==> config.mk <==
export PLATFORM = sky130hd
export DESIGN_NAME = adc_driver
export DESIGN_NICKNAME = d
export VERILOG_FILES = /design/src/hdl/adc_pkg.sv /design/src/hdl/adc_driver.sv /design/src/hdl/sample_bank.sv /design/src/hdl/adc_serial_port.sv /design/src/hdl/adc_sequencer.sv
export SDC_FILE = /design/constraint.sdc
export NUM_CORES = 1
export LEC_CHECK = 0
export BUFFER_PORTS_ARGS = -buffer_cell sky130_fd_sc_hd__buf_2
export CORE_MARGIN = 8
export CORE_UTILIZATION = 56
export DETAILED_ROUTE_END_ITERATION = 12
export PLACE_DENSITY = 0.88
export SKIP_CTS_REPAIR_TIMING = 1
export SLEW_MARGIN = 25
export SYNTH_ARGS = -nofsm -noshare
export SYNTH_HDL_FRONTEND = slang
export SYNTH_SLANG_ARGS = --single-unit
==> constraint.sdc <==
create_clock -name clk -period 3.9 [get_ports clk]
set_input_delay 0 -clock clk [delete_from_list [all_inputs] [get_ports clk]]
set_output_delay 0 -clock clk [all_outputs]
set_load 0.1 [all_outputs]
==> src/hdl/adc_pkg.sv <==
package adc_pkg;

	// --------------------------------------------------
	// scan and frame geometry
	// --------------------------------------------------

	localparam int NUM_CHANNELS = 3;                      // channels scanned each round
	localparam int CMD_BITS = 8;                          // command word, start bit goes first
	localparam int DATA_BITS = 16;                        // conversion result width
	localparam int FRAME_BITS = CMD_BITS + DATA_BITS;     // sclk periods per frame

	// accepted request to the next possible request
	// 2 clocks per bit, one clock cs high with done, one idle clock
	localparam int FRAME_CYCLES = 2 * FRAME_BITS + 2;

	localparam int SAMPLE_PERIOD_CYCLES = 200;            // clocks between sample_updated pulses

	// idle clocks after the last frame of a round, keeps rounds on the period grid
	localparam int WAIT_CYCLES = SAMPLE_PERIOD_CYCLES - NUM_CHANNELS * FRAME_CYCLES;

	// --------------------------------------------------
	// widths with a meaning
	// --------------------------------------------------

	typedef logic [CMD_BITS-1:0] cmd_word_t;      // start, C2..C0, DIF, R2..R0 (msb first)
	typedef logic [DATA_BITS-1:0] sample_t;       // raw adc code
	typedef logic [2:0] chan_code_t;              // C2..C0
	typedef logic [2:0] range_code_t;             // R2..R0
	typedef logic [1:0] slot_t;                   // scan position 0..2

	// channel code sent for each scan slot
	localparam chan_code_t CHAN_CODES [NUM_CHANNELS] = '{3'd0, 3'd1, 3'd2};

	localparam range_code_t CFG_RANGE = 3'b110;       // 0 to 6.1 V input range
	localparam range_code_t SAMPLE_RANGE = 3'b000;    // range bits stay zero when sampling
	localparam slot_t LAST_SLOT = slot_t'(NUM_CHANNELS - 1);

	// --------------------------------------------------
	// bundles between the blocks
	// --------------------------------------------------

	// one frame for the serial port
	typedef struct packed {
		cmd_word_t cmd;         // command shifted out on din
		slot_t     slot;        // scan slot, returned with the result
		logic      capture;     // sample frame, result goes to the bank
	} frame_req_t;

	// result of a sample frame
	typedef struct packed {
		slot_t   slot;
		sample_t data;
	} frame_rsp_t;

	// --------------------------------------------------
	// state machines
	// --------------------------------------------------

	typedef enum logic [1:0] {
		RUN_IDLE,
		RUN_CONFIG,
		RUN_SAMPLE,
		RUN_WAIT
	} run_state_t;

	typedef enum logic [1:0] {
		PORT_IDLE,
		PORT_SHIFT,
		PORT_DONE
	} port_state_t;

endpackage
==> src/hdl/adc_driver.sv <==
`timescale 1ns/1ns

module adc_driver import adc_pkg::*;
(
	input  logic    clk,
	input  logic    rst,
	input  logic    start,                      // config then sample
	input  logic    stop_sampling,              // abort and go idle
	input  logic    dout,                       // adc serial out
	output logic    cs_n,
	output logic    sclk,
	output logic    din,                        // adc serial in
	output logic    config_busy,
	output logic    sampling_busy,
	output sample_t ch_value [NUM_CHANNELS],
	output logic    sample_updated
);

	// --------------------------------------------------
	// internal links
	// --------------------------------------------------

	logic       req_valid;
	frame_req_t req;
	logic       port_busy;
	logic       frame_done;
	logic       rsp_valid;
	frame_rsp_t rsp;
	logic       publish;

	// frame requests and run state
	adc_sequencer i_sequencer (
		.clk           (clk),
		.rst           (rst),
		.start         (start),
		.stop          (stop_sampling),
		.busy          (port_busy),
		.done          (frame_done),
		.req_valid     (req_valid),
		.req           (req),
		.publish       (publish),
		.config_busy   (config_busy),
		.sampling_busy (sampling_busy)
	);

	// wire protocol
	adc_serial_port i_port (
		.clk       (clk),
		.rst       (rst),
		.req_valid (req_valid),
		.req       (req),
		.abort     (stop_sampling),
		.dout      (dout),
		.busy      (port_busy),
		.done      (frame_done),
		.rsp_valid (rsp_valid),
		.rsp       (rsp),
		.cs_n      (cs_n),
		.sclk      (sclk),
		.din       (din)
	);

	// result staging and publish
	sample_bank i_bank (
		.clk            (clk),
		.rst            (rst),
		.rsp_valid      (rsp_valid),
		.rsp            (rsp),
		.publish        (publish),
		.ch_value       (ch_value),
		.sample_updated (sample_updated)
	);

endmodule

==> src/hdl/sample_bank.sv <==
`timescale 1ns/1ns

module sample_bank import adc_pkg::*;
(
	input  logic       clk,
	input  logic       rst,
	input  logic       rsp_valid,                // result of a sample frame
	input  frame_rsp_t rsp,
	input  logic       publish,                  // round done, copy to outputs
	output sample_t    ch_value [NUM_CHANNELS],  // last published round
	output logic       sample_updated            // one clock after publish
);

	sample_t stage [NUM_CHANNELS];               // results of the current round

	// --------------------------------------------------
	// staging by slot
	// --------------------------------------------------

	always_ff @(posedge clk)
	begin
		if (rsp_valid)
			for (int i = 0; i < NUM_CHANNELS; i++)
				if (rsp.slot == slot_t'(i))
					stage[i] <= rsp.data;
	end

	// --------------------------------------------------
	// published outputs
	// --------------------------------------------------

	// all channels change together, outputs hold between rounds
	always_ff @(posedge clk)
	begin
		sample_updated <= 1'b0;
		if (rst)
		begin
			for (int i = 0; i < NUM_CHANNELS; i++)
				ch_value[i] <= '0;
		end
		else if (publish)
		begin
			ch_value <= stage;
			sample_updated <= 1'b1;
		end
	end

	// publish comes a clock after the last done, never with a result
	a_no_rsp_on_publish: assert property (@(posedge clk) disable iff (rst)
		!(rsp_valid && publish));

	// results only ever name a scanned slot
	a_rsp_slot_range: assert property (@(posedge clk) disable iff (rst)
		rsp_valid |-> (rsp.slot <= LAST_SLOT));

endmodule

==> src/hdl/adc_serial_port.sv <==
`timescale 1ns/1ns

module adc_serial_port import adc_pkg::*;
(
	input  logic       clk,
	input  logic       rst,
	input  logic       req_valid,        // sampled only when idle
	input  frame_req_t req,
	input  logic       abort,            // drop the frame, no done
	input  logic       dout,             // serial data from the adc
	output logic       busy,
	output logic       done,             // one clock at frame end
	output logic       rsp_valid,        // with done, sample frames only
	output frame_rsp_t rsp,
	output logic       cs_n,
	output logic       sclk,             // half the clock rate while shifting
	output logic       din
);

	localparam int CNT_W = $clog2(FRAME_BITS);
	localparam logic [CNT_W-1:0] LAST_BIT = CNT_W'(FRAME_BITS - 1);
	localparam logic [CNT_W-1:0] FIRST_DATA_BIT = CNT_W'(CMD_BITS);

	port_state_t      state;
	logic [CNT_W-1:0] bit_cnt;           // bit on the wire, 0..23
	logic             phase;             // set in the sclk high half
	cmd_word_t        cmd_sr;            // bits still to go out on din
	sample_t          data_sr;           // result, msb shifted in first
	slot_t            slot_q;            // slot of the frame in flight
	logic             capture_q;

	// --------------------------------------------------
	// frame control
	// --------------------------------------------------

	// each bit takes two clocks, sclk low then high
	always_ff @(posedge clk)
	begin
		done <= 1'b0;
		rsp_valid <= 1'b0;
		if (rst || abort)
		begin
			state <= PORT_IDLE;
			cs_n <= 1'b1;                 // bus inactive next clock
			sclk <= 1'b0;
			din <= 1'b0;
			bit_cnt <= '0;
			phase <= 1'b0;
		end
		else
		begin
			case (state)
			PORT_IDLE:
				if (req_valid)
				begin
					state <= PORT_SHIFT;
					cs_n <= 1'b0;
					bit_cnt <= '0;
					phase <= 1'b0;
					din <= req.cmd[CMD_BITS-1];    // start bit with cs low
				end
			PORT_SHIFT:
				if (!phase)
				begin
					sclk <= 1'b1;             // rising sclk, adc latches din
					phase <= 1'b1;
				end
				else if (bit_cnt == LAST_BIT)
				begin
					// last high half over, release the bus
					state <= PORT_DONE;
					cs_n <= 1'b1;
					sclk <= 1'b0;
					din <= 1'b0;
					done <= 1'b1;
					rsp_valid <= capture_q;
				end
				else
				begin
					sclk <= 1'b0;
					phase <= 1'b0;
					bit_cnt <= bit_cnt + 1'b1;
					din <= cmd_sr[CMD_BITS-1];     // zeros once the command is out
				end
			PORT_DONE:
				state <= PORT_IDLE;           // one clock so the next req lands in idle
			default:
				state <= PORT_IDLE;
			endcase
		end
	end

	// --------------------------------------------------
	// shift registers
	// --------------------------------------------------

	always_ff @(posedge clk)
	begin
		if (state == PORT_IDLE && req_valid)
		begin
			cmd_sr <= {req.cmd[CMD_BITS-2:0], 1'b0};  // msb already on din
			slot_q <= req.slot;
			capture_q <= req.capture;
		end
		else if (state == PORT_SHIFT && phase)
			cmd_sr <= {cmd_sr[CMD_BITS-2:0], 1'b0};
		// dout sampled on the edge that raises sclk, data bits only
		if (state == PORT_SHIFT && !phase && bit_cnt >= FIRST_DATA_BIT)
			data_sr <= {data_sr[DATA_BITS-2:0], dout};
	end

	assign busy = (state != PORT_IDLE);
	assign rsp = '{slot: slot_q, data: data_sr};

	// --------------------------------------------------
	// checks
	// --------------------------------------------------

	// chip select held low across every shifted bit
	a_cs_frame: assert property (@(posedge clk) disable iff (rst)
		(state == PORT_SHIFT) |-> !cs_n);

	// done is a single clock pulse
	a_done_pulse: assert property (@(posedge clk) disable iff (rst)
		done |=> !done);

endmodule

==> src/hdl/adc_sequencer.sv <==
`timescale 1ns/1ns

module adc_sequencer import adc_pkg::*;
(
	input  logic       clk,
	input  logic       rst,
	input  logic       start,            // begin config, then sampling
	input  logic       stop,             // back to idle from any state
	input  logic       busy,             // serial port has a frame in flight
	input  logic       done,             // end of frame from the port
	output logic       req_valid,        // one clock strobe with req
	output frame_req_t req,
	output logic       publish,          // one clock strobe, staged values to outputs
	output logic       config_busy,
	output logic       sampling_busy
);

	localparam int WAIT_W = $clog2(WAIT_CYCLES + 1);

	run_state_t        state;
	slot_t             slot;             // slot of the frame in flight
	slot_t             next_slot;
	logic [WAIT_W-1:0] wait_cnt;         // clocks left in RUN_WAIT

	// --------------------------------------------------
	// command builder
	// --------------------------------------------------

	// config frames carry the range, sample frames carry range 0 and capture
	function automatic frame_req_t make_req(slot_t s, logic cfg);
		frame_req_t r;
		r.cmd = {1'b1, CHAN_CODES[s], 1'b0, cfg ? CFG_RANGE : SAMPLE_RANGE};
		r.slot = s;
		r.capture = !cfg;
		return r;
	endfunction

	assign next_slot = slot + slot_t'(1);

	// --------------------------------------------------
	// run state machine
	// --------------------------------------------------

	// every request is registered on the done edge, so it lands
	// one clock after done, when the port has just gone idle
	always_ff @(posedge clk)
	begin
		req_valid <= 1'b0;               // strobes
		publish <= 1'b0;
		if (rst || stop)
		begin
			state <= RUN_IDLE;
			slot <= '0;
			wait_cnt <= '0;
		end
		else
		begin
			case (state)
			RUN_IDLE:
				if (start && !busy)
				begin
					state <= RUN_CONFIG;
					slot <= '0;
					req_valid <= 1'b1;    // first config frame next clock
					req <= make_req('0, 1'b1);
				end
			RUN_CONFIG:
				if (done)
				begin
					req_valid <= 1'b1;
					if (slot == LAST_SLOT)
					begin
						// all ranges set, start the first round
						state <= RUN_SAMPLE;
						slot <= '0;
						req <= make_req('0, 1'b0);
					end
					else
					begin
						slot <= next_slot;
						req <= make_req(next_slot, 1'b1);
					end
				end
			RUN_SAMPLE:
				if (done)
				begin
					if (slot == LAST_SLOT)
					begin
						state <= RUN_WAIT;
						publish <= 1'b1;      // round complete
						wait_cnt <= WAIT_W'(WAIT_CYCLES - 1);
					end
					else
					begin
						slot <= next_slot;
						req_valid <= 1'b1;
						req <= make_req(next_slot, 1'b0);
					end
				end
			RUN_WAIT:
				if (wait_cnt == '0)
				begin
					// slot 0 request lands SAMPLE_PERIOD_CYCLES after the last one
					state <= RUN_SAMPLE;
					slot <= '0;
					req_valid <= 1'b1;
					req <= make_req('0, 1'b0);
				end
				else
					wait_cnt <= wait_cnt - 1'b1;
			default:
				state <= RUN_IDLE;
			endcase
		end
	end

	// status levels
	assign config_busy = (state == RUN_CONFIG);
	assign sampling_busy = (state == RUN_SAMPLE) || (state == RUN_WAIT);

	// --------------------------------------------------
	// checks
	// --------------------------------------------------

	// the port never gets a request while its previous frame is still running
	a_req_port_free: assert property (@(posedge clk) disable iff (rst)
		req_valid |-> !busy);

endmodule

==> flow_summary.yaml <==
critical_path:
  startpoint: "i_sequencer.state[1]"
  critPathKind: "flop to flop"
  crit_arrival_ns: 2.20
  ff2ff_setup_slack_ns: 1.87
  slowest_delay_ns: 0.40
  crit_end: "i_sequencer.req[2]"
  path_cells: "inv_1, ha_1, nor2b_1, o22ai_1, nand3_2, nor2_1"
  worstSetupStartpointType: "flop"
  r2r_start: "i_sequencer.state[1]"
  crit_fanout: 9
  cp.required_ns: 4.07
  r2r_end: "i_sequencer.req[2]"
  cp.depth: 6
  cp_slowest_cell: "nor2_1"
  reg2reg_depth: 6
  cp-end-kind: "flop"
  cp_num_buf_inv: 1
  cp_top_family: "simple AND/OR/NAND/NOR gates"
synth:
  ys_ff_latch: 153
  synth-edff-count: 79
  syn_area_um2: 5620
  synth_ff_type: "edfxtp_1"
  synth_nets: 437
  ys_seq_area_frac: 0.685
  yosysTopAreaCell: "edfxtp_1"
  synthTopCellsByArea: "edfxtp_1 (42%), dfxtp_1 (26%), mux2i_1 (8.9%), nor2_1 (4.3%), ha_1 (2.9%)"
  yosys_warnings: 0
  postSynthAreaPerCell_um2: 13.4
  netlist_instances: 419
  synthDistinctLibCells: 52
  synth_top_cell_area_share: 0.422
  ys_async_sr_fraction: 0
pwr:
  netSwitchingFraction: 0.226
  power_leakage_nw: 2.48
  p_sw_uw: 770
  comb_power_share: 0.028
  power_frac_seq: 0.498
  pwr_density_cell_nw_per_um2: 512
  ir_drop_uv: 324
  p_clk_frac: 0.474
  p_int_mw: 2.64
finish:
  n_antenna_cell: 0
  final_common_cell: "edfxtp_1"
  postLayoutCellArea_um2: 6650
  mostFrequentLayoutCells: "edfxtp_1 (79), dfxtp_1 (73), nor2_1 (63), buf_2 (58), mux2i_1 (50)"
  final_util: 0.680
  layout-drive-gt1-share: 0.218
  nFillCells: 643
  nets: 501
  area_delta_synth_final_pct: 18.2
sta:
  setup_viol: 0
  period_share: 0.521
  finalHoldViolCount: 0
  min_period_ns: 2.03
  whs_ns: 0.137
  final.setup_skew_ns: 0.00728
  tightestPinTransition_ns: 1.04
  finalWorstSetupSlack_ns: 1.87
  finalSetupTns_ns: 0
  report.final.slew_viol_count: 0
  slew-limit-headroom: 0.306
  max_freq_ghz: 0.492
  rsz0062_at_grt: "false"
routing:
  viasPerCell: 5.49
  drt_iter0_markers: 233
  ant_nets: 0
  num_vias: 3452
  drcViolationCount: 0
  detail_route.wl_per_cell_um: 17.4
  drt-total-wl_um: 11000
  dr.pass1.iters: 4
die:
  die_x_um: 116
  io-pin-count: 59
  initial_utilization: 0.575
  core_area_um2: 9770
  num_rows: 36
  die_y_um: 116
  die-area_um2: 13500
clock_network:
  h-tree-depth: 4
  cts.sinks: 153
  clkTransAtPathRegs_ns: 0.07
  clk_path_buf_depth: 2
  cts_root_buf: "clkbuf_8"
  cts_inserted_buffers: 17
  insertion_delay_ns: 0.52
  cts_tree: "done"
outcome:
  status: "finished clean"
global_route:
  overflow: 0
  grt_pass1_wl_um: 17600
  grt_max_degree: 52
  grt_use_total: 0.169
  grt_pass1_vias: 3548
  grt_antenna_before_repair: 0
place:
  hpwl_um: 6970
  place_area_um2: 6020
  io_buffers: 58
  post-place-ws_ns: 1.93
  gp_congestion: 0.868
job:
  max-cap-violations: 0
worst_hold_path:
  hp-class: "primary input to flop"
-- synth_stat cells (4+ instances only) --
cell      instances
inv_1            14
buf_2             9
nor2b_1           5
nor3_1            4
nand2_1          13
edfxtp_1         79
nand3_1           6
clkbuf_1          8
dfxtp_1          74
a21oi_1           9
nor2_1           64
mux2i_1          50
ha_1             13
and3_1            4
o21ai_0           4
a21o_1            5
-- power by group through the flow --
stage	Combinational, mW	Sequential, mW	Clock, mW
floorplan	0.0704	1.74	0
global placement	0.0888	1.73	0
detailed placement	0.0906	1.73	0
CTS	0.0923	1.70	1.64
global route	0.103	1.70	1.70
finish	0.0956	1.70	1.61
-- kinds of logic (layout without fill, tap and decap cells) --
kind of cell	after synthesis	in the layout	synth area share
DFF	153	153	0.685
and+or+nand+nor	120	120	0.104
AOI/OAI and AO/OA	45	45	0.0594
adders and majority gates	13	13	0.0289
buffers and inverters	35	112	0.0274
muxes	53	53	0.0950
-- flip-flops by register name, indices dropped and copies added (netlist names), 2 cells and up --
register / cells
i_port.slot_q: 2
i_port.state: 2
i_bank.ch_value: 48
i_sequencer.state: 2
i_sequencer.wait_cnt: 6
i_bank.stage: 48
i_port.bit_cnt: 5
i_sequencer.req: 6
i_port.data_sr: 16
i_port.cmd_sr: 6
i_sequencer.slot: 2
-- worst register-to-register path: stages (launching register included) --
cell and delay, ns:
dfxtp_1 0.36, inv_1 0.08, ha_1 0.30, nor2b_1 0.18, o22ai_1 0.20, nand3_2 0.16, nor2_1 0.40
-- per-layer routing --
layer / up-vias / track usage / share of wire
li1: 1626 / - / -
met1: 1696 / 0.194 / 0.42
met2: 105 / 0.286 / 0.50
met3: 25 / 0.0465 / 0.057
met4: 0 / 0.0864 / 0.025
met5: - / 0 / 0
-- area by class of cell --
type	instances	area (um2)	share of cell area
Sequential cell	153	3850	0.580
Clock inverter	13	148	0.0222
Timing Repair Buffer	65	350	0.0527
Inverter	15	56.3	0.00847
Multi-Input combinational cell	231	1630	0.245
Tap cell	133	166	0.0250
Clock buffer	19	443	0.0666
-- worst min-delay path by stage --
stage / startpoint / endpoint / slack [ns] / depth (start not counted)
6_report: rst / i_bank.ch_value[28] / 0.14 / 2
5_1_grt: rst / i_bank.ch_value[39] / 0.14 / 2
4_1_cts: dout / i_port.data_sr[0] / -0.36 / 1
3_5_place_dp: dout / i_port.data_sr[0] / 0.19 / 1
3_3_place_gp: dout / i_port.data_sr[0] / 0.19 / 1
2_1_floorplan: dout / i_port.data_sr[0] / 0.1 / 0
-- metrics by stage --
| step | total power [mW] | instances |
|---|---|---|
| final | 3.41 | 629 |
| after global routing | 3.50 | 629 |
| after CTS | 3.43 | 626 |
| after detailed placement | 1.82 | 594 |
| after global placement | 1.82 | 594 |
| after floorplan | 1.81 | 419 |
Note: power is estimated with default switching activity, not from simulation.
